### config.mk
export PLATFORM = sky130hd
export DESIGN_NAME = isolde_word_buffer
export DESIGN_NICKNAME = d
export VERILOG_FILES = /design/src/isolde_pkg.sv /design/src/isolde_word_buffer.sv
export SDC_FILE = /design/constraint.sdc
export NUM_CORES = 1
export LEC_CHECK = 0
export ABC_AREA = 1
export BUFFER_PORTS_ARGS = -buffer_cell sky130_fd_sc_hd__buf_2
export CAP_MARGIN = 20
export CORE_UTILIZATION = 54
export CTS_BUF_LIST = sky130_fd_sc_hd__clkbuf_4
export CTS_CLUSTER_SIZE = 20
export DETAILED_ROUTE_END_ITERATION = 10
export PLACE_DENSITY = 0.87
export SLEW_MARGIN = 0
export SYNTH_ARGS = -nofsm -noshare
export SYNTH_HDL_FRONTEND = slang
export SYNTH_SLANG_ARGS = --single-unit
export TNS_END_PERCENT = 10
### constraint.sdc
create_clock -name clk_i -period 7.9 [get_ports clk_i]
set_input_delay 1.58 -clock clk_i [delete_from_list [all_inputs] [get_ports clk_i]]
set_output_delay 1.58 -clock clk_i [all_outputs]
set_load 0.02 [all_outputs]
### src/isolde_pkg.sv
/*
  Shared widths, opcodes and instruction kinds of the custom-instruction front end.
  Imported by the word buffer, decoder, operand stage, top level and testbench.
*/
package isolde_pkg;

  localparam int unsigned WordWidth  = 32;
  localparam int unsigned MaxWords   = 5;   // longest instruction, quad load
  localparam int unsigned XAddrWidth = 5;   // same for scalar and quad files
  localparam int unsigned LenWidth   = $clog2(MaxWords + 1);
  localparam int unsigned NumXRead   = 3;   // scalar operands per issue
  localparam int unsigned NumQRead   = 2;   // quad operands per issue
  localparam int unsigned NumImm     = 3;   // redmule immediates

  typedef logic [WordWidth-1:0] word_t;
  typedef logic [3:0][WordWidth-1:0] quad_t;  // [3] is the most significant word
  typedef logic [XAddrWidth-1:0] xaddr_t;

  localparam logic [6:0] OpcCustom0 = 7'h0b;
  localparam logic [6:0] OpcCustom1 = 7'h2b;

  typedef enum logic [2:0] {
    KIND_R_TYPE  = 3'd0,
    KIND_VLE32_4 = 3'd1,
    KIND_GEMM    = 3'd2,
    KIND_REDMULE = 3'd3,
    KIND_ILLEGAL = 3'd4
  } isolde_kind_e;

  // classify by opcode and func3 of the first word
  function automatic isolde_kind_e isolde_kind(input word_t word);
    isolde_kind_e kind;
    kind = KIND_ILLEGAL;
    if (word[6:0] == OpcCustom1) begin
      kind = KIND_R_TYPE;
    end else if (word[6:0] == OpcCustom0) begin
      case (word[14:12])
        3'd0:    kind = KIND_VLE32_4;
        3'd1:    kind = KIND_GEMM;
        3'd2:    kind = KIND_REDMULE;
        default: kind = KIND_ILLEGAL;
      endcase
    end
    return kind;
  endfunction

  // instruction length in words, illegal words are consumed alone
  function automatic logic [LenWidth-1:0] isolde_length(input isolde_kind_e kind);
    logic [LenWidth-1:0] len;
    case (kind)
      KIND_R_TYPE:  len = LenWidth'(1);
      KIND_VLE32_4: len = LenWidth'(5);
      KIND_GEMM:    len = LenWidth'(2);
      KIND_REDMULE: len = LenWidth'(4);
      default:      len = LenWidth'(1);
    endcase
    return len;
  endfunction

endpackage
### src/isolde_word_buffer.sv
/*
  Stage 1. Collects incoming instruction words into a batch. The length is
  taken from the first word; when the last word is sampled, batch_valid_o
  pulses for one cycle and the next word may follow immediately.
*/
`timescale 1ns/1ns

module isolde_word_buffer (
  input  logic              clk_i,
  input  logic              rst_ni,
  input  logic              word_valid_i,
  input  isolde_pkg::word_t word_i,
  output logic              batch_valid_o,
  output isolde_pkg::word_t batch_words_o [isolde_pkg::MaxWords],
  output logic              busy_o
);
  import isolde_pkg::*;

  logic [LenWidth-1:0] wr_idx_q;   // slot for the next word
  logic [LenWidth-1:0] len_q;      // expected length, held after word 0
  logic [LenWidth-1:0] len_cur;
  logic [LenWidth-1:0] wr_idx_nxt;
  logic                last_word;
  logic                batch_valid_q;
  word_t               words_q [MaxWords];

  // word 0 decides the length, later words use the stored one
  always_comb begin
    if (wr_idx_q == '0) begin
      len_cur = isolde_length(isolde_kind(word_i));
    end else begin
      len_cur = len_q;
    end
  end

  assign wr_idx_nxt = wr_idx_q + 1'b1;
  assign last_word  = word_valid_i && (wr_idx_nxt == len_cur);

  always_ff @(posedge clk_i or negedge rst_ni) begin
    if (!rst_ni) begin
      wr_idx_q      <= '0;
      len_q         <= '0;
      batch_valid_q <= 1'b0;
    end else begin
      batch_valid_q <= last_word;
      if (word_valid_i) begin
        len_q <= len_cur;
        if (last_word) begin
          wr_idx_q <= '0;  // ready for back to back words
        end else begin
          wr_idx_q <= wr_idx_nxt;
        end
      end
    end
  end

  // word storage, read by the decoder during the batch_valid cycle
  always_ff @(posedge clk_i) begin
    if (word_valid_i) begin
      words_q[wr_idx_q] <= word_i;
    end
  end

  assign batch_valid_o = batch_valid_q;
  assign batch_words_o = words_q;
  assign busy_o        = (wr_idx_q != '0);  // partial instruction held

endmodule

After elaboration in Yosys (flattened, before gate mapping)
Index checks and enable logic that the tools add are counted.
- flip-flop bits (word level): 167
- bits of input ports: 35
- output and inout port bits: 162
- logic and storage cells: 35
- $add $sub $neg: 1
- order comparisons: 2
- eq/ne operators: 8
- mux-type cells: 10
- bitwise operators: 1
- reduce and logical (&&, ||, !) cells: 5
- operators by type and width (kind ; number):
    bitwise mux 160 bit ; 1
    demux 32 bit (select 3 bit) ; 1
    2-to-1 mux 32 bit ; 1
    one-hot mux 3 bit (3 select lines) ; 2
    2-to-1 mux 3 bit ; 5
    equality test 3 x 2 -> 1 bit, second input constant ; 3
    equality test 7 x 4 -> 1 bit, second input constant ; 1
    equality test 7 x 6 -> 1 bit, second input constant ; 1
    equality test 3 x 1 -> 1 bit, second input constant ; 2
    logical NOT 3 bit ; 2
    greater-or-equal comparator 4 bit, second input constant ; 1
    < comparator 4 x 1 -> 1 bit, second input constant ; 1
    NOT 3 -> 4 bit ; 1
    adder 3 x 1 -> 3 bit, second input constant ; 1
    equality test 3 bit ; 1
    nonzero test 3 bit ; 1
    logical AND 1 bit ; 2

Longest topological paths before layout
Gate-level depths: netlist (run 1).
- word-level depth: 11
- gate-level depth with buffers: 13
- mapped depth without buffers: 13

Worst setup path before layout (run 1)
No wires, ideal clock.
- path kind: input port to flip-flop
- from: input port word_valid_i
- to: register words_q, in the netlist batch_words_o[0] (enable)
- setup time: 0.461 ns
- arrival: 3.974 ns
- data required time: 7.439 ns
- path slack: 3.465 ns
- stages on the path: 3
- path buffers: 1
- cell sequence: buf_6 -> nand2_1 -> nor3_1
- RTL lines (what ; line ; RTL):
    start, declared ; isolde_word_buffer.sv:11 ; input logic word_valid_i,
    end signal, assigned by index ; isolde_word_buffer.sv:60 ; words_q[wr_idx_q] <= word_i;
    end, declared ; isolde_word_buffer.sv:25 ; word_t words_q [MaxWords];

Final worst setup path (run 1)
- from: register wr_idx_q[0]
- to: output port busy_o
- word-level cells in the longest chain between the ends: 1
- ends and longest elaborated chain (what ; line ; RTL):
    start, declared ; isolde_word_buffer.sv:19 ; logic [LenWidth-1:0] wr_idx_q;
    start signal, assigned ; isolde_word_buffer.sv:51 ; wr_idx_q <= wr_idx_nxt;
    nonzero test 3 bit ; isolde_word_buffer.sv:66 ; assign busy_o = (wr_idx_q != '0);
    end, declared ; isolde_word_buffer.sv:15 ; output logic busy_o
No other way between the ends.

==> run summary, run 1 <==
share of power burned in combinational logic - 0.214
number of warnings reported in the yosys synthesis log - 0
compound-cell area share of the yosys netlist - 0.00329
final standard cell utilization of the core - 0.721
Syn Nets - 275
detailed-routing iteration count for the pre-antenna-repair pass - 4
Final Routed Wirelength - 10.8 mm
Tot Pwr - 2.11 mW
portion of netlist area occupied by mux cells - 0
post-synthesis cell area - 0.00532 mm2
Cell Int Power - 1.44 mW
Hold Path Stages - 2
detailed-route vias per instance - 5.06
leakage component of the power - 2.68 nW
count of input and output buffers - 196
antenna diode count - 0
wl on met1 - 4.25 mm
Max Freq - 297 MHz
fraction of power consumed by the clock network - 0.232
sort of element at the start of the critical path - flip-flop
power density over the cells - 311 mW/mm2
placed standard-cell area - 0.00650 mm2
WL met3 - 737 um
clock tree buffer depth - 2
width of the die - 101 um
combinational family with the most area after synthesis - simple AND/OR/NAND/NOR gates
Worst IR Drop VDD - 0.255 mV
maximum fanout encountered on the critical timing path - 5
pin slew with the least headroom to its limit - 1.10 ns
final number of max-transition violations - 0
sequential cell fraction of total power - 0.554
Fin Clk Skew - 0.0182 ns
area share of xor/xnor cells in the synthesized design - 0.00165
number of clock buffers inserted by TritonCTS - 17
number of antenna violations at the first check in global routing - 0
average footprint of a synthesized cell - 22.4 um2
post-layout min period - 3.36 ns
clock insertion delay at the later pin of the skew report - 0.52 ns
CTS tree - done
starting utilization of the core area - 0.565
power dissipated by switching net loads - 669 uW
commonest non-fill, non-tap cell in the layout - sky130_fd_sc_hd__buf_2
clock-pin slew on the worst setup and hold paths - 0.13 ns
number of placed instances, taps included - 564
worst slew margin relative to its limit - 0.263
Area growth, synth to finish - 27.6%
post-cts gate resize count - 0
endpoints failing hold - 0
RSZ-0062 raised after global routing - no
pin count of the biggest net entering global routing - 33
hold crit path type - flip-flop to flip-flop
WL/cell - 18.2 um
status - completed
routed length on met2 - 5.61 mm
fraction of power spent switching nets - 0.317
sort of element at the end of the critical path - output pin
fraction of final layout cells sized beyond drive strength 1 - 0.507
CTS Hold Bufs - 0
via count of the routed design - 3,015
remaining number of nets flagged by the antenna check after routing - 0
FF-to-FF path depth - 3
critical path data required time - 6.32 ns
I/O pin total - 197
Synth Area in Simple Gates - 0.0442
Final GP Congestion - 0.875
number of DRC violations after detailed-routing iteration 0 - 160
Num Clock Sinks - 167
die area - 0.0103 mm2
vias in the first global route - 2,887
final total negative setup slack - 0 ns
post-route standard cell area excluding fillers - 0.00679 mm2
non-filler instance count after layout - 596
share of synthesized area occupied by flip-flops and latches - 0.936
Remaining Overflow, GRT - 0
Final HPWL DP - 7.04 mm
cells after synthesis - 238
wire length of the first global-routing pass - 15.2 mm
fin nets - 491
highest signal layer in the routed design - met4
level count of the clock H-tree - 4
arithmetic-cell share of the synthesized area counting full adders, half adders and majority gates - 0.00470
Distinct cells, synth - 16
critical path class - flip-flop to output pin
share of the cycle needed by the critical path after routing - 0.426
#FFs+latches synth - 167
post-detailed-route DRC marker count - 0
height of the die - 101 um
standard-cell row count - 35
Arr. time, crit path - 1.78 ns
post-CTS setup buffers - 0
total of max-cap violations - 0
global-route total usage across every layer - 0.214
core area - 0.00942 mm2
top library cells by usage in the layout, fill and taps aside - sky130_fd_sc_hd__buf_2 (196), sky130_fd_sc_hd__edfxtp_1 (160), sky130_fd_sc_hd__nand2_1 (27)
final count of negative-setup-slack endpoints - 0
Root Buffer Master - sky130_fd_sc_hd__clkbuf_4
[power by group through the flow]
stage / Sequential (mW) / Combinational, mW / Clock [mW]
finish: 1.17 / 0.452 / 0.489
global route: 1.18 / 0.488 / 0.531
CTS: 1.17 / 0.456 / 0.495
detailed placement: 1.19 / 0.453 / 0
global placement: 1.19 / 0.431 / 0
floorplan: 1.32 / 0.136 / 0
[sequential cells by signal, indices dropped and copies added (netlist names)]
signal	cells
len_q	3
batch_valid_o	1
batch_words_o	160
wr_idx_q	3
[cell usage after synthesis]
library cell,instances,area share
sky130_fd_sc_hd__nand3_1,6,0.0056
sky130_fd_sc_hd__a31oi_1,2,0.0024
sky130_fd_sc_hd__nor2_1,11,0.0078
sky130_fd_sc_hd__nand3_2,1,0.0019
sky130_fd_sc_hd__ha_1,2,0.0047
sky130_fd_sc_hd__nand3b_1,4,0.0056
sky130_fd_sc_hd__nand2_1,27,0.019
sky130_fd_sc_hd__inv_1,12,0.0085
sky130_fd_sc_hd__xor2_1,1,0.0016
sky130_fd_sc_hd__nor3_1,1,0.00094
sky130_fd_sc_hd__nor2_2,1,0.0012
sky130_fd_sc_hd__dfrtp_1,7,0.033
sky130_fd_sc_hd__nor2_4,1,0.0021
sky130_fd_sc_hd__edfxtp_1,160,0.90
sky130_fd_sc_hd__buf_6,1,0.0021
sky130_fd_sc_hd__o21ai_0,1,0.00094
[path summary, 6_finish.rpt]
check | startpoint | endpoint | slack (ns)
setup reg to reg | wr_idx_q[0] | batch_words_o[80] | 5.82
min in group asynchronous | rst_ni | batch_valid_o | 0.87
hold reg to reg | len_q[0] | len_q[0] | 0.51
setup / recovery | wr_idx_q[0] | busy_o | 4.54
hold / removal | len_q[0] | len_q[0] | 0.51
max in group asynchronous | rst_ni | wr_idx_q[1] | 6.85
[cell families (layout without fill, tap and decap cells)]
logic type,after synthesis,after routing
XOR/XNOR,1,1
flip-flops,167,167
adder cells (fa/ha/maj),2,2
AO/OA/AOI/OAI,3,3
buffers and inverters,13,242
AND/OR/NAND/NOR,52,52
[area by class of cell]
| class | count | area [um2] |
|---|---|---|
| tap | 129 | 161 |
| clock inverter | 13 | 143 |
| inverter | 12 | 45.0 |
| fill | 594 | 2630 |
| clock buffer | 19 | 143 |
| timing repair buffer | 198 | 996 |
| multi-input combinational | 58 | 322 |
| sequential | 167 | 4980 |
[critical path, cell delays in order, from the launching register on]
cell	delay, ns
sky130_fd_sc_hd__dfrtp_1	0.47
sky130_fd_sc_hd__inv_1	0.15
sky130_fd_sc_hd__ha_1	0.17
sky130_fd_sc_hd__inv_1	0.07
sky130_fd_sc_hd__nor2_4	0.14
sky130_fd_sc_hd__inv_1	0.10
sky130_fd_sc_hd__buf_2	0.17
[per-stage QoR]
stage	hold slack, ns	setup slack [ns]
2_1_floorplan	0.454	3.46
3_3_place_gp	0.482	4.77
3_5_place_dp	0.480	4.63
4_1_cts	0.508	4.49
5_1_grt	0.556	4.40
6_report	0.507	4.54
[per-layer routing]
layer  up-vias  global-route usage
li1       1337                   -
met5         -                   0
met4         0               0.116
met1      1485               0.256
met3        23              0.0607
met2       170               0.354
Power figures use the tool's default switching activity.
==> run 2: changes to the inputs <==
--- a/config.mk
+++ b/config.mk
@@ -8,11 +8,11 @@
 export ABC_AREA = 1
 export BUFFER_PORTS_ARGS = -buffer_cell sky130_fd_sc_hd__buf_2
 export CAP_MARGIN = 20
-export CORE_UTILIZATION = 54
+export CORE_UTILIZATION = 46
 export CTS_BUF_LIST = sky130_fd_sc_hd__clkbuf_4
 export CTS_CLUSTER_SIZE = 20
 export DETAILED_ROUTE_END_ITERATION = 10
-export PLACE_DENSITY = 0.87
+export PLACE_DENSITY = 0.79
 export SLEW_MARGIN = 0
 export SYNTH_ARGS = -nofsm -noshare
 export SYNTH_HDL_FRONTEND = slang
==> constraint.sdc (replaced) <==
create_clock -name clk_i -period 3 [get_ports clk_i]
set_input_delay 0.6 -clock clk_i [delete_from_list [all_inputs] [get_ports clk_i]]
set_output_delay 0.6 -clock clk_i [all_outputs]
set_load 0.02 [all_outputs]
==> run 2 against run 1 <==
Compared with the run above:
- die area is 17% higher
- combinational power rose to 2.7 times the previous value
- total power increased to 2.7 times the previous value
- critical path depth unchanged
- routed wire length rose by 0.39%
- sequential power increased to 2.6 times the previous value
- sequential share of layout area is 1.1 points lower
- via count shrank 2.1%
- clock power rose to 2.7 times the previous value
- core utilization down 9.9 points
- critical path type unchanged
- highest routed layer unchanged
==> run summary, run 2 (synthesized netlist as in run 1, its figures left out) <==
height of the die - 110 um (+8.2%)
final count of negative-setup-slack endpoints - 0 (unchanged)
WL/cell - 17.8 um (-2.2%)
worst setup slack before clock tree synthesis - 0.802 ns (-3.83 ns)
Multi-input gate area - 328 um2 (+1.9%)
detailed-route vias per instance - 4.82 (-4.7%)
clock-pin slew on the worst setup and hold paths - 0.13 ns (about the same)
share of power burned in combinational logic - 0.221 (+0.007)
FF-to-FF path depth - 4 (+1)
worst slew margin relative to its limit - 0.600 (+0.337)
die area - 0.0120 mm2 (+17%)
remaining number of nets flagged by the antenna check after routing - 0 (unchanged)
core area - 0.0111 mm2 (+18%)
endpoints failing hold - 0 (unchanged)
fraction of final layout cells sized beyond drive strength 1 - 0.507 (about the same)
sort of element at the start of the critical path - flip-flop
starting utilization of the core area - 0.480 (-0.0849)
number of clock buffers inserted by TritonCTS - 17 (unchanged)
Arr. time, crit path - 1.69 ns (-0.09 ns)
final number of max-transition violations - 0 (unchanged)
power density over the cells - 812 mW/mm2 (+160%)
fraction of power consumed by the clock network - 0.232 (about the same)
number of antenna violations at the first check in global routing - 1 (+1)
clock insertion delay at the later pin of the skew report - 0.50 ns (-0.02 ns)
commonest non-fill, non-tap cell in the layout - sky130_fd_sc_hd__buf_2
Worst IR Drop VDD - 0.519 mV (+100%)
post-CTS setup buffers - 0 (unchanged)
Num Clock Sinks - 167 (unchanged)
post-detailed-route DRC marker count - 0 (unchanged)
global-route total usage across every layer - 0.185 (-0.0284)
RSZ-0062 raised after global routing - no
Fin Clk Skew - 0.0208 ns (+0.00261 ns)
beginning of the critical path - wr_idx_q[1]
post-layout worst setup margin - 0.711 ns (-3.82 ns)
share of the cycle needed by the critical path after routing - 0.763
sort of element at the end of the critical path - output pin
Final HPWL DP - 7.61 mm (+8.1%)
reg-to-reg endpoint - batch_words_o[139]
Cell Int Power - 3.88 mW (+170%)
I/O pin total - 197 (unchanged)
power dissipated by switching net loads - 1.72 mW (+160%)
number of flip-flops in the largest register - 160 (unchanged)
maximum fanout encountered on the critical timing path - 5 (unchanged)
number of fillers in the final layout - 817 (+38%)
post-layout min period - 2.29 ns
detailed-routing iteration count for the pre-antenna-repair pass - 4 (unchanged)
Final GP Congestion - 0.847 (-3.2%)
R2R setup slack - 1.08 ns (-4.74 ns)
pin count of the biggest net entering global routing - 21 (-36%)
wire length of the first global-routing pass - 15.7 mm (+3.0%)
via count of the routed design - 2,951 (-2.1%)
final standard cell utilization of the core - 0.623 (-0.0985)
Root Buffer Master - sky130_fd_sc_hd__clkbuf_4
timing endpoint of the critical path - busy_o
Critical R2R Launch - wr_idx_q[0]
number of DRC violations after detailed-routing iteration 0 - 124 (-23%)
count of input and output buffers - 196 (unchanged)
final total negative setup slack - 0 ns (unchanged)
status - completed
Area growth, synth to finish - 29.6%
Reg area - 0.00498 mm2 (unchanged)
level count of the clock H-tree - 4 (unchanged)
critical path data required time - 2.40 ns (-3.92 ns)
vias in the first global route - 2,901 (+0.48%)
fraction of power spent switching nets - 0.307 (-0.0101)
sequential cell fraction of total power - 0.547 (-0.007)
standard-cell row count - 38 (+8.6%)
Remaining Overflow, GRT - 0 (unchanged)
total of max-cap violations - 0 (unchanged)
clock tree buffer depth - 2 (unchanged)
CTS tree - done
top library cells by usage in the layout, fill and taps aside - sky130_fd_sc_hd__buf_2 (196), sky130_fd_sc_hd__edfxtp_1 (160), sky130_fd_sc_hd__nand2_1 (27)
fin nets - 496 (+1.0%)
width of the die - 110 um (+8.2%)
pin slew with the least headroom to its limit - 0.599 ns (-0.505 ns)
critical path class - flip-flop to output pin
hold crit path type - primary input to flip-flop
Final Routed Wirelength - 10.9 mm (+0.39%)
leakage component of the power - 2.73 nW (+1.7%)
Max Freq - 437 MHz
Tot Pwr - 5.60 mW (+170%)
-- run 2: cell count changes in the layout (fill, tap and decap cells not counted), sizes merged --
cell / delta
buf: +4
bufinv: +1
clkbuf: -1
clkinv: +6
clkinvlp: -2
diode: +1
dlygate4sd3: +1
inv: -5
-- run 2: worst min-delay path by stage --
stage | start | cells past startpoint | endpoint
2_1_floorplan | rst_ni | 0 | batch_valid_o
3_3_place_gp | rst_ni | 1 | len_q[1]
3_5_place_dp | rst_ni | 1 | batch_valid_o
4_1_cts | word_i[17] | 1 | batch_words_o[49]
5_1_grt | word_i[17] | 1 | batch_words_o[49]
6_report | word_i[17] | 1 | batch_words_o[49]
-- run 2: critical path, cell delays in order (launching register included) --
cell and delay [ns]:
sky130_fd_sc_hd__dfrtp_1 0.49, sky130_fd_sc_hd__inv_1 0.11, sky130_fd_sc_hd__ha_1 0.19, sky130_fd_sc_hd__inv_1 0.09, sky130_fd_sc_hd__nor2_4 0.05, sky130_fd_sc_hd__inv_1 0.09, sky130_fd_sc_hd__buf_2 0.16
-- run 2: through the flow --
step	cell area [um2]	cells	hold WS, ns
after detailed placement	6590	579	0.448
after floorplan	5330	238	0.304
after CTS	6890	611	0.264
after global placement	6590	579	0.437
final	6900	612	0.320
after global routing	6890	611	0.252
-- run 2: what timing repair did --
item,4_1_cts,5_1_grt
hold buffers,1,0
endpoints found under the hold margin,7,0
resized for setup,0,0
-- run 2: power groups by stage --
stage	Clock, mW	Combinational [mW]	Sequential (mW)
6_report	1.30	1.24	3.07
4_1_cts	1.33	1.25	3.07
5_1_grt	1.42	1.34	3.10
3_3_place_gp	0	1.21	3.11
3_5_place_dp	0	1.25	3.12
2_1_floorplan	0	0.360	3.47
-- run 2: final cells by class --
| type | instances | area share |
|---|---|---|
| Sequential cell | 167 | 0.722 |
| Timing Repair Buffer | 203 | 0.156 |
| Multi-Input combinational cell | 58 | 0.0475 |
| Tap cell | 140 | 0.0254 |
| Clock inverter | 13 | 0.0229 |
| Clock buffer | 18 | 0.0196 |
| Inverter | 12 | 0.00653 |
| Antenna cell | 1 | 0.000363 |
-- run 2: routing by layer --
metal | wire length (um) | share of wire | global-route usage | vias up
met5 | 0 | 0 | 0 | -
met4 | 94 | 0.0086 | 0.0619 | 0
met3 | 775 | 0.071 | 0.0658 | 10
met2 | 5700 | 0.52 | 0.315 | 136
met1 | 4300 | 0.40 | 0.220 | 1452
li1 | - | - | - | 1353
