`config.mk`:
```
export PLATFORM = sky130hd
export DESIGN_NAME = isolde_decoder
export DESIGN_NICKNAME = d
export VERILOG_FILES = /design/src/isolde_pkg.sv /design/src/isolde_decoder.sv
export SDC_FILE = /design/constraint.sdc
export NUM_CORES = 1
export LEC_CHECK = 0
export BUFFER_PORTS_ARGS = -buffer_cell sky130_fd_sc_hd__buf_2
export CORE_AREA = 3 3 170 172
export CTS_BUF_LIST = sky130_fd_sc_hd__clkbuf_2
export DETAILED_ROUTE_END_ITERATION = 10
export DIE_AREA = 0 0 173 175
export PLACE_DENSITY = 0.67
export SLEW_MARGIN = 20
export SYNTH_ARGS = -nofsm -noshare
export SYNTH_HDL_FRONTEND = slang
export SYNTH_SLANG_ARGS = --single-unit
```
`constraint.sdc`:
```
create_clock -name clk_i -period 0.8 [get_ports clk_i]
set_clock_uncertainty 0.15 [all_clocks]
set_input_delay 0.16 -clock clk_i [delete_from_list [all_inputs] [get_ports clk_i]]
set_output_delay 0.16 -clock clk_i [all_outputs]
set_load 0.01 [all_outputs]
```
`src/isolde_pkg.sv`:
```
/*
  Shared widths, opcodes and instruction kinds of the custom-instruction front end.
  Imported by the word buffer, decoder, operand stage, top level and testbench.
*/
package isolde_pkg;

  localparam int unsigned WordWidth  = 32;
  localparam int unsigned MaxWords   = 5;   // longest instruction, quad load
  localparam int unsigned XAddrWidth = 5;   // same for scalar and quad files
  localparam int unsigned LenWidth   = $clog2(MaxWords + 1);
  localparam int unsigned NumXRead   = 3;   // scalar operands per issue
  localparam int unsigned NumQRead   = 2;   // quad operands per issue
  localparam int unsigned NumImm     = 3;   // redmule immediates

  typedef logic [WordWidth-1:0] word_t;
  typedef logic [3:0][WordWidth-1:0] quad_t;  // [3] is the most significant word
  typedef logic [XAddrWidth-1:0] xaddr_t;

  localparam logic [6:0] OpcCustom0 = 7'h0b;
  localparam logic [6:0] OpcCustom1 = 7'h2b;

  typedef enum logic [2:0] {
    KIND_R_TYPE  = 3'd0,
    KIND_VLE32_4 = 3'd1,
    KIND_GEMM    = 3'd2,
    KIND_REDMULE = 3'd3,
    KIND_ILLEGAL = 3'd4
  } isolde_kind_e;

  // classify by opcode and func3 of the first word
  function automatic isolde_kind_e isolde_kind(input word_t word);
    isolde_kind_e kind;
    kind = KIND_ILLEGAL;
    if (word[6:0] == OpcCustom1) begin
      kind = KIND_R_TYPE;
    end else if (word[6:0] == OpcCustom0) begin
      case (word[14:12])
        3'd0:    kind = KIND_VLE32_4;
        3'd1:    kind = KIND_GEMM;
        3'd2:    kind = KIND_REDMULE;
        default: kind = KIND_ILLEGAL;
      endcase
    end
    return kind;
  endfunction

  // instruction length in words, illegal words are consumed alone
  function automatic logic [LenWidth-1:0] isolde_length(input isolde_kind_e kind);
    logic [LenWidth-1:0] len;
    case (kind)
      KIND_R_TYPE:  len = LenWidth'(1);
      KIND_VLE32_4: len = LenWidth'(5);
      KIND_GEMM:    len = LenWidth'(2);
      KIND_REDMULE: len = LenWidth'(4);
      default:      len = LenWidth'(1);
    endcase
    return len;
  endfunction

endpackage
```
`src/isolde_decoder.sv`:
```
/*
  Stage 2. Decodes a complete batch into kind, register addresses,
  immediates and the quad-load write. Outputs are registered one cycle after
  batch_valid_i; fields that a kind does not use are zero.
*/
`timescale 1ns/1ns

module isolde_decoder (
  input  logic                    clk_i,
  input  logic                    rst_ni,
  input  logic                    batch_valid_i,
  input  isolde_pkg::word_t       batch_words_i [isolde_pkg::MaxWords],
  output logic                    dec_valid_o,
  output isolde_pkg::isolde_kind_e dec_kind_o,
  output logic [2:0]              dec_func3_o,
  output isolde_pkg::xaddr_t      dec_rd_o,
  output isolde_pkg::xaddr_t      dec_rd2_o,
  output isolde_pkg::xaddr_t      dec_xaddr_o [isolde_pkg::NumXRead],
  output isolde_pkg::xaddr_t      dec_qaddr_o [isolde_pkg::NumQRead],
  output isolde_pkg::word_t       dec_imm_o [isolde_pkg::NumImm],
  output logic [2:0]              dec_imm_valid_o,
  output logic                    dec_qwe_o,
  output isolde_pkg::xaddr_t      dec_qwaddr_o,
  output isolde_pkg::quad_t       dec_qwdata_o
);
  import isolde_pkg::*;

  isolde_kind_e kind_d;
  xaddr_t       rd_d;
  xaddr_t       rd2_d;
  xaddr_t       xaddr_d [NumXRead];
  xaddr_t       qaddr_d [NumQRead];
  word_t        imm_d [NumImm];
  logic [2:0]   imm_valid_d;
  xaddr_t       qwaddr_d;
  quad_t        qwdata_d;
  word_t        w0;
  word_t        w1;

  assign w0     = batch_words_i[0];
  assign w1     = batch_words_i[1];
  assign kind_d = isolde_kind(w0);

  always_comb begin
    rd_d        = '0;
    rd2_d       = '0;
    xaddr_d     = '{default: '0};
    qaddr_d     = '{default: '0};
    imm_d       = '{default: '0};
    imm_valid_d = '0;
    qwaddr_d    = '0;
    qwdata_d    = '0;
    case (kind_d)
      KIND_R_TYPE: begin
        xaddr_d[0] = w0[19:15];  // rs1
        xaddr_d[1] = w0[24:20];  // rs2
        xaddr_d[2] = w0[11:7];   // rd read as third operand
      end
      KIND_VLE32_4: begin
        qwaddr_d = w0[11:7];
        qwdata_d = {batch_words_i[1], batch_words_i[2], batch_words_i[3], batch_words_i[4]};
      end
      KIND_GEMM: begin
        xaddr_d[0] = w0[19:15];
        xaddr_d[1] = w0[24:20];
        xaddr_d[2] = w1[4:0];    // rs3 sits in the low bits of word 1
        rd_d       = w0[11:7];
        qaddr_d[0] = w1[19:15];
        qaddr_d[1] = w1[24:20];
        rd2_d      = w1[11:7];
      end
      KIND_REDMULE: begin
        xaddr_d[0] = w0[19:15];
        xaddr_d[1] = w0[24:20];
        xaddr_d[2] = w0[11:7];
        for (int i = 0; i < NumImm; i++) begin
          imm_d[i] = batch_words_i[i+1];
        end
        imm_valid_d = 3'b111;
      end
      default: ;  // illegal carries no fields
    endcase
  end

  always_ff @(posedge clk_i or negedge rst_ni) begin
    if (!rst_ni) begin
      dec_valid_o <= 1'b0;
      dec_qwe_o   <= 1'b0;
    end else begin
      dec_valid_o <= batch_valid_i;
      dec_qwe_o   <= batch_valid_i && (kind_d == KIND_VLE32_4);
    end
  end

  // decoded fields, held until the next batch
  always_ff @(posedge clk_i) begin
    if (batch_valid_i) begin
      dec_kind_o      <= kind_d;
      dec_func3_o     <= w0[14:12];
      dec_rd_o        <= rd_d;
      dec_rd2_o       <= rd2_d;
      dec_xaddr_o     <= xaddr_d;
      dec_qaddr_o     <= qaddr_d;
      dec_imm_o       <= imm_d;
      dec_imm_valid_o <= imm_valid_d;
      dec_qwaddr_o    <= qwaddr_d;
      dec_qwdata_o    <= qwdata_d;
    end
  end

endmodule

```
== Word-level counts from Yosys, hierarchy flattened ==
Index checks and enable logic that the tools add are counted.

* Bits in registers: 275
* Input bits: 163
* Output and inout port bits: 275
* Word-level logic and storage cells: 36

* Equality and inequality tests: 7
* Multiplexer cells: 5
* Reductions and logical operators: 4

{| class="wikitable"
|+ Operators with widths
! kind !! count
|-
| case mux 15 bit (2 select lines) || 1
|-
| == test 3 x 2 -> 1 bit, second input constant || 3
|-
| two-way mux 3 bit || 3
|-
| case mux 3 bit (3 select lines) || 1
|-
| == test 7 x 4 -> 1 bit, second input constant || 1
|-
| == test 7 x 6 -> 1 bit, second input constant || 1
|-
| == test 3 x 1 -> 1 bit, second input constant || 2
|-
| zero test 3 bit || 2
|-
| OR reduction 2 bit || 1
|-
| logical AND 1 bit || 1
|}

== Logic depth before layout (Yosys ltp) ==
Gate-level depths: netlist of run 1.

* Depth in word-level cells: 7
* Depth in mapped cells: 6

== Worst setup path after synthesis of run 1 ==
No wires, ideal clock.

* Path kind: input to register
* Start: input batch_words_i[130] (netlist bit)
* End: register dec_imm_o[34] (netlist bit), data pin
* Setup time: 131 ps
* Data arrival time: 1443 ps
* Required time: 519 ps
* Path slack: -923 ps
* Cell stages on the path: 5
* Buffers on the path: 2
* Cell sequence: or4b_4 -> nor3_4 -> buf_6 -> clkbuf_2 -> and3_2

* Word-level cells in the longest chain between the ends: 4

{| class="wikitable"
|+ RTL lines
! element !! RTL line !! RTL
|-
| from (decl) || isolde_decoder.sv:12 || <nowiki>input isolde_pkg::word_t batch_words_i [isolde_pkg::MaxWords],</nowiki>
|-
| == test 7 x 4 -> 1 bit || isolde_pkg.sv:36 || <nowiki>end else if (word[6:0] == OpcCustom0) begin</nowiki>
|-
| two-way mux 3 bit || isolde_pkg.sv:36 ||
|-
| two-way mux 3 bit * || isolde_pkg.sv:34 || <nowiki>if (word[6:0] == OpcCustom1) begin</nowiki>
|-
| == test 3 x 2 -> 1 bit * || isolde_decoder.sv:53 || <nowiki>case (kind_d)</nowiki>
|-
| to (signal assigned) || isolde_decoder.sv:104 || <nowiki>dec_imm_o <= imm_d;</nowiki>
|-
| to (decl) || isolde_decoder.sv:20 || <nowiki>output isolde_pkg::word_t dec_imm_o [isolde_pkg::NumImm],</nowiki>
|}

Mark *: on every way between the ends. The rest lies on a longest branch, timed or not.
A chain may end at the register's enable or synchronous reset.

== Final worst setup path of run 1 ==
* Start: register dec_qwdata_o[68] (netlist bit)
* End: output dec_qwdata_o[68] (netlist bit)

{| class="wikitable"
|+ RTL lines
! element !! RTL line !! RTL
|-
| from (decl) || isolde_decoder.sv:24 || <nowiki>output isolde_pkg::quad_t dec_qwdata_o</nowiki>
|-
| from (signal assigned) || isolde_decoder.sv:107 || <nowiki>dec_qwdata_o <= qwdata_d;</nowiki>
|}

No word-level cell between the ends.

==> impl_metrics.ini, run 1 <==
[outcome]
status = finished with violations
violations = negative hold slack, negative setup slack

[floorplan]
initial_core_util = 0.374
coreArea_um2 = 27600
dieHeight_um = 175
die-area_um2 = 30300
die_width_um = 173
num_rows = 61
ios = 438

[logic_synthesis]
yosysWarnings = 0
syn_avg_cell_area_um2 = 16.6
synth_top_area_share = 0.787
syn_area_um2 = 10300
ys_ff_latch = 273
synth_nets = 786
synthTopCellsByArea = edfxtp_1, and3_1, and3_2
yosysUniqueCellTypes = 26
synth.largest_area_cell = edfxtp_1
ys_seq_area_frac = 0.791
synthCells = 623

[clocking]
cts_root_buf = clkbuf_2
clockBufferDepth = 3
cts.sinks = 273
clkTransAtPathRegs_ns = 0.13
cts_buffers = 70
cts_tree = done
htreeDepth = 3

[run]
drv_cap = 0

[global_route]
track_usage = 0.229
grt_max_degree = 76
grt_pass1_vias = 9278
grt_overflow = 0
grt_pass1_wl_um = 53800
antenna_found_initial = 2

[sta]
slew_headroom = 0.675
hold-worst-slack_ns = -0.332
worst_slew_pin_slew_ns = 0.487
fmax_mhz = 572
fin_crit_ns = 1.75
finalMaxSlewViolations = 0
hold_viol = 273
setup_viol_count_final = 554
fin_crit_sh = 2.18
fin_ws_ns = -0.947
rsz0062_at_grt = yes

[detailed_routing]
dr.pass1.iters = 5
wl_per_cell_um = 20.7
wl_um = 36500
via_per_inst = 4.88
drc_errors = 0
num_vias = 8581
antenna_left = 0
dr.first_iter.drc_count = 572

[critical_path]
worst_ep_required_time_ns = 0.49
crit_buf_inv = 1
arrival_ns = 1.44
path_cells = buf_2
end_kind = primary output
slowest_delay_ns = 0.46
cpMaxStageDelayCell = edfxtp_1
crit_family = flip-flops
crit_path_start_kind = register
critPathKind = reg2out
critPathMaxFanout = 1

[layout]
fin_nets = 1497
final_cells = 1760
drive_gt1_frac = 0.559
final_core_util = 0.629
areaGrowthSynthToFinish_pct = 68.1
fill_cells = 1989

[placement]
dp_hpwl_um = 20200
numPortBuffers = 430
dp_slack_ns = -1.16
gp_congestion = 0.777
place_inst = 1430

[power]
p_per_area_nw_per_um2 = 1720
power_uw = 29800
vdd_drop_max_mv = 1.07
p_leak_uw = 0.00770

[worst_hold_path]
hp-class = in2reg
where the power goes:
group | total [µW] | internal (µW) | leakage (µW) | switching (µW)
logic | 3340 | 1600 | 0.00463 | 1750
registers | 16600 | 16400 | 0.00260 | 239
clock network | 9890 | 4170 | 0.000471 | 5720
total | 29800 | 22100 | 0.00770 | 7710
synth_stat cells:
library cell	n
edfxtp_1	271
and3_1	206
clkbuf_1	30
and3_2	24
and2_1	21
clkbuf_2	12
nor3b_1	12
buf_2	8
a21oi_1	7
nand2_1	7
o21ai_0	5
buf_6	3
buf_4	2
dfrtp_1	2
nor3_1	2
clkbuf_8	1
inv_1	1
nor2_1	1
nor2b_1	1
nor3_4	1
nor4b_4	1
o21bai_1	1
or2_1	1
or2_2	1
or4b_4	1
xor2_1	1
what timing repair did:
item,4_1_cts,5_1_grt
setup endpoints to repair,544,547
endpoints found under the hold margin,545,325
gates resized for setup,104,132
hold buffers,150,4
buffers inserted,25,23
gates cloned,31,3
pin swaps,20,54
sequential cells by signal, summed over array words and instances, names as in the netlist:
register         cells
dec_func3_o          3
dec_imm_o           96
dec_imm_valid_o      1
dec_kind_o           3
dec_qaddr_o         10
dec_qwaddr_o         5
dec_qwdata_o       128
dec_qwe_o            1
dec_rd2_o            5
dec_rd_o             5
dec_valid_o          1
dec_xaddr_o         15
cell usage in the layout, fill, tap and decap left out, drive strengths merged, types with 2 or more instances in the layout:
cell	Yosys	final
o21ai	5	5
and2	21	21
clkbuf	43	97
a21oi	7	7
or2	2	2
diode	0	2
clkinv	0	16
edfxtp	271	271
bufinv	0	3
nor3	3	3
and3	230	230
buf	13	543
nor3b	12	12
dlygate4sd3	0	150
nand2	7	7
dfrtp	2	2
clkinvlp	0	2
inv	1	3
per-layer routing:
layer  share of wire  wire (µm)  up-vias  track usage
met5         0.00036         13        -            0
met3           0.085       3110       92       0.0791
li1                -          -     3865            -
met1            0.36      13000     4139        0.246
met2            0.53      19200      483        0.412
met4           0.032       1170        2       0.0922
layout make-up:
class,count,area [µm²],area share
sequential,273,8190,0.471
antenna,2,5.00,0.000288
inverter,1,3.75,0.000216
multi-input combinational,293,2450,0.141
clock buffer,95,475,0.0273
timing repair buffer,695,5620,0.323
clock inverter,23,173,0.00993
tap,378,473,0.0272
worst paths after layout:
path	from	endpoint	slack, ns	cells past startpoint
max in group asynchronous	rst_ni	dec_qwe_o	0.27	3
min in group asynchronous	rst_ni	dec_valid_o	0.08	3
worst max-delay path	dec_qwdata_o[68]	dec_qwdata_o[68]	-0.95	1
worst min-delay path	batch_valid_i	dec_valid_o	-0.33	2
stage by stage:
| stage | TNS [ns] | instance area [µm²] |
|---|---|---|
| 6_report | -395.89 | 17400 |
| 5_1_grt | -413.98 | 17400 |
| 4_1_cts | -374.08 | 17000 |
| 3_5_place_dp | -381.42 | 13400 |
| 3_3_place_gp | -373.95 | 13400 |
| 2_1_floorplan | -222.73 | 10500 |
kinds of logic (layout without fill, tap and decap cells):
kind of cell | Yosys count | after routing | synth area share
DFF | 273 | 273 | 0.791
AOI/OAI and AO/OA | 13 | 13 | 0.00653
buffers and inverters | 57 | 814 | 0.0270
other | 0 | 2 | 0
xor gates and xnor gates | 1 | 1 | 0.000847
and+or+nand+nor | 279 | 279 | 0.174
No activity file was read; power rests on OpenSTA's default activity.
==> inputs of run 2 (changes only) <==
--- a/config.mk
+++ b/config.mk
@@ -10,8 +10,9 @@
 export CTS_BUF_LIST = sky130_fd_sc_hd__clkbuf_2
 export DETAILED_ROUTE_END_ITERATION = 10
 export DIE_AREA = 0 0 173 175
-export PLACE_DENSITY = 0.67
+export PLACE_DENSITY_LB_ADDON = 0.05
 export SLEW_MARGIN = 20
 export SYNTH_ARGS = -nofsm -noshare
 export SYNTH_HDL_FRONTEND = slang
 export SYNTH_SLANG_ARGS = --single-unit
+export TNS_END_PERCENT = 100
==> run 2 against run 1 <==
Setup slack improved by 0.041 ns. Clock power down 2%. Non-clock buffer count grew 13. Global-route usage decreased by 0.13 points. Largest power group unchanged. Utilization barely moved. Critical path depth grew 8. Via count down 2.2%. Clock-buffer cell count rose by 18. Die area did not move. Cell count is 1.2% higher. The flow still finishes with violations (negative hold slack, negative setup slack). Largest cell class unchanged.
==> impl_metrics.ini, run 2 (synthesized netlist as in run 1, its figures left out) <==
[outcome]
status = finished with violations
violations = negative hold slack, negative setup slack

[global_route]
antenna_found_initial = 1
grt_max_degree = 43
grt_pass1_wl_um = 53000
grt_pass1_vias = 8929
track_usage = 0.227
grt_overflow = 0

[critical_path]
critPathMaxFanout = 9
worst_ep_required_time_ns = 1.27
end_kind = register
crit_path_start_kind = input port
critPathKind = in2reg
arrival_ns = 2.18

[layout]
areaGrowthSynthToFinish_pct = 68.0
top_regs = dec_qwdata_o x128, dec_imm_o x96, dec_xaddr_o x15
largest_reg_flops = 128
fill_cells = 2177
final_common_cell = buf_2
multiInputGateArea_um2 = 2360
final-seq-area_um2 = 8190
fin_nets = 1513
drive_gt1_frac = 0.561
mostFrequentLayoutCells = buf_2, edfxtp_1, and3_1
largest_register = dec_qwdata_o

[detailed_routing]
antenna_left = 0
dr.first_iter.drc_count = 401
num_vias = 8390
wl_um = 35400
dr.pass1.iters = 4
via_per_inst = 4.71
wl_per_cell_um = 19.9
drc_errors = 0

[clocking]
cts_root_buf = clkbuf_2
clockBufferDepth = 3
cts.sinks = 273
htreeDepth = 3
cts_buffers = 73
clkTransAtPathRegs_ns = 0.09
cts_tree = done

[sta]
rsz0062_at_grt = yes
fin_crit_ns = 1.71
setup_viol_count_final = 553
fin_ws_ns = -0.906
fin_crit_sh = 2.13
worst_slew_pin_slew_ns = 0.401
fmax_mhz = 586
finalMaxSlewViolations = 0
slew_headroom = 0.732
hold-worst-slack_ns = -0.419
hold_viol = 275

[worst_hold_path]
hp-class = in2reg

[floorplan]
dieHeight_um = 175
initial_core_util = 0.374
die_width_um = 173
die-area_um2 = 30300
ios = 438
num_rows = 61
coreArea_um2 = 27600

[power]
p_leak_uw = 0.00781
power_uw = 29600
p_per_area_nw_per_um2 = 1700
vdd_drop_max_mv = 1.25

[placement]
dp_slack_ns = -1.12
gp_congestion = 0.773
dp_hpwl_um = 21800
numPortBuffers = 430

[run]
drv_cap = 0
==> run 2: power breakdown <==
part | internal, µW | switching, µW
clock network | 4030 | 5690
registers | 16400 | 192
logic | 1610 | 1750
==> run 2: through the flow <==
stage           util  hold slack [ns]  area [µm²]  setup TNS, ns  std cells
2_1_floorplan      -           -0.286       10500        -222.73        623
3_3_place_gp   0.490           -0.197       13500        -364.39       1438
3_5_place_dp   0.490           -0.197       13500        -369.72       1438
4_1_cts        0.630           -0.530       17400        -369.13       1792
5_1_grt        0.629           -0.522       17400        -392.87       1781
6_report       0.629           -0.419       17400        -370.80       1781
==> run 2: worst paths after layout <==
| kind | slack (ns) | cells past startpoint | endpoint | from |
|---|---|---|---|---|
| max | -0.91 | 9 | dec_qaddr_o[7] | batch_words_i[133] |
| min | -0.42 | 1 | dec_imm_o[72] | batch_valid_i |
| max in group asynchronous | 0.28 | 3 | dec_valid_o | rst_ni |
| min in group asynchronous | 0.09 | 3 | dec_qwe_o | rst_ni |
==> run 2: layout make-up <==
class / count / share of cell area
Antenna cell: 1 / 0.000144
Clock buffer: 113 / 0.0325
Clock inverter: 14 / 0.00504
Inverter: 1 / 0.000216
Multi-Input combinational cell: 293 / 0.136
Sequential cell: 273 / 0.471
Tap cell: 378 / 0.0272
Timing Repair Buffer: 708 / 0.328
==> run 2: layer usage <==
| metal | track usage | vias up | wire length, µm |
|---|---|---|---|
| li1 | - | 3892 | - |
| met1 | 0.264 | 4059 | 13600 |
| met2 | 0.394 | 363 | 18000 |
| met3 | 0.0748 | 76 | 2840 |
| met4 | 0.0834 | 0 | 1010 |
| met5 | 0 | - | 0 |
==> run 2: critical path, stage by stage <==
cell and delay (ns):
buf_2 0.10, buf_4 0.12, dlygate4sd3_1 0.70, nor4b_4 0.35
nor3b_4 0.24, buf_6 0.15, buf_12 0.12, buf_12 0.11
and2_4 0.13
==> run 2: repair_timing <==
action                                 4_1_cts  5_1_grt
endpoints found under the hold margin      546      308
pin swaps                                   21       49
setup endpoints to repair                  537      554
gates cloned                                31        4
buffers inserted                            42       14
resized for setup                          101      119
hold buffers                               155        6
==> inputs of run 3 (changes only) <==
--- a/config.mk
+++ b/config.mk
@@ -10,7 +10,8 @@
 export CTS_BUF_LIST = sky130_fd_sc_hd__clkbuf_2
 export DETAILED_ROUTE_END_ITERATION = 10
 export DIE_AREA = 0 0 173 175
-export PLACE_DENSITY_LB_ADDON = 0.05
+export PLACE_DENSITY = 0.65
+export RECOVER_POWER = 50
 export SLEW_MARGIN = 20
 export SYNTH_ARGS = -nofsm -noshare
 export SYNTH_HDL_FRONTEND = slang
==> run 3 against run 2 <==
The run still ends with negative hold slack, negative setup slack left. Sequential share of layout area is 0.064 points lower. Critical path depth fell by 8. Utilization grew 0.086 points. Clock-buffer cell count down 14. Clock power grew 4%. Critical path type is now reg2out. Largest cell class unchanged. Largest power group unchanged.
==> impl_metrics.ini, run 3 (synthesized netlist as in run 1, its figures left out) <==
[critical_path]
critPathMaxFanout = 1
crit_path_start_kind = register
crit_buf_inv = 1
path_cells = buf_6
slowest_delay_ns = 0.52
arrival_ns = 1.47
cpMaxStageDelayCell = edfxtp_1
critPathKind = reg2out
end_kind = primary output
crit_family = flip-flops
worst_ep_required_time_ns = 0.49

[clocking]
cts_root_buf = clkbuf_2
htreeDepth = 3
cts.sinks = 273
cts_buffers = 71
clkTransAtPathRegs_ns = 0.10
cts_tree = done
clockBufferDepth = 3

[layout]
drive_gt1_frac = 0.564
largest_register = dec_qwdata_o
fin_nets = 1504
mostFrequentLayoutCells = buf_2, edfxtp_1, and3_1
areaGrowthSynthToFinish_pct = 68.3
largest_reg_flops = 128
top_regs = dec_qwdata_o x128, dec_imm_o x96, dec_xaddr_o x15
final_common_cell = buf_2
fill_cells = 1994

[detailed_routing]
dr.first_iter.drc_count = 596
drc_errors = 0
antenna_left = 0
wl_um = 36500
num_vias = 8624
via_per_inst = 4.88
wl_per_cell_um = 20.6
dr.pass1.iters = 5

[floorplan]
initial_core_util = 0.374
die-area_um2 = 30300
num_rows = 61
ios = 438
coreArea_um2 = 27600
die_width_um = 173
dieHeight_um = 175

[sta]
fmax_mhz = 563
slew_headroom = 0.759
worst_slew_pin_slew_ns = 0.360
fin_ws_ns = -0.976
hold_viol = 8
rsz0062_at_grt = yes
fin_crit_ns = 1.78
finalMaxSlewViolations = 0
hold-worst-slack_ns = -0.244
finalSetupTns_ns = -405.81
setup_viol_count_final = 817
fin_crit_sh = 2.22

[power]
p_per_area_nw_per_um2 = 1730
vdd_drop_max_mv = 1.03
p_leak_uw = 0.00777

[placement]
dp_hpwl_um = 20700
gp_congestion = 0.781
numPortBuffers = 430

[global_route]
antenna_found_initial = 1
track_usage = 0.222
grt_pass1_vias = 9139
grt_overflow = 0
grt_max_degree = 76
grt_pass1_wl_um = 52700

[outcome]
status = finished with violations
violations = negative hold slack, negative setup slack

[worst_hold_path]
hp-class = in2reg

[run]
drv_cap = 0
run 3: cell count changes in the layout (fill, tap and decap cells not counted), moves of 3 or more:
cell           delta
clkinv_2          +4
clkinv_1          +4
buf_12            +3
buf_8             -6
clkbuf_2         -14
buf_2             -3
dlygate4sd3_1     -5
and3_4            +7
and3_1            -7
run 3: per-stage QoR:
step           setup slack (ns)  total power [µW]  instances   util  area (µm²)
5_1_grt                   -1.11             31300       1768  0.630       17400
3_3_place_gp              -1.12             19400       1441  0.491       13600
2_1_floorplan            -0.874             17600        623      -       10500
6_report                 -0.976             30100       1768  0.630       17400
4_1_cts                   -1.10             30100       1763  0.617       17000
3_5_place_dp              -1.16             19500       1441  0.491       13600
run 3: layer usage:
metal,up-vias,GRT usage,share of wire
met5,-,0,0
met4,0,0.0912,0.034
met3,93,0.0795,0.085
met2,452,0.390,0.52
met1,4202,0.246,0.36
li1,3877,-,-
run 3: area by class of cell:
| type | instances | area, µm² | share of cell area |
|---|---|---|---|
| repair buffers | 701 | 5660 | 0.325 |
| inverters | 1 | 3.75 | 0.000216 |
| well taps | 378 | 473 | 0.0272 |
| diodes | 1 | 2.50 | 0.000144 |
| clock buffers | 99 | 495 | 0.0285 |
| clock inverters | 22 | 176 | 0.0101 |
| flip-flops and latches | 273 | 8190 | 0.470 |
| multi-input cells | 293 | 2410 | 0.138 |
run 3: power breakdown:
group / internal (µW) / leakage, µW / switching [µW]
Sequential: 16400 / 0.00260 / 229
Clock: 4310 / 0.000496 / 5740
Combinational: 1640 / 0.00468 / 1780
Total: 22300 / 0.00777 / 7750
run 3: final timing paths:
kind,slack (ns),end,cells past startpoint,startpoint
worst max-delay path,-0.98,dec_qwaddr_o[3],1,dec_qwaddr_o[3]
min in group asynchronous,0.09,dec_qwe_o,3,rst_ni
max in group asynchronous,0.29,dec_valid_o,3,rst_ni
worst min-delay path,-0.24,dec_kind_o[1],3,batch_words_i[133]
run 3: tightest hold or removal path, cell delays in order:
cell and delay, ns:
buf_2 0.10, buf_4 0.19, nor3_4 0.06
run 3: timing repair:
| action | in CTS | in global routing |
|---|---|---|
| endpoints found under the hold margin | 545 | 342 |
| endpoints found under the setup margin | 543 | 811 |
| hold buffers | 150 | 4 |
| cloned | 26 | 7 |
| resized for setup | 86 | 125 |
| pin swaps | 17 | 65 |
| setup buffers | 25 | 19 |
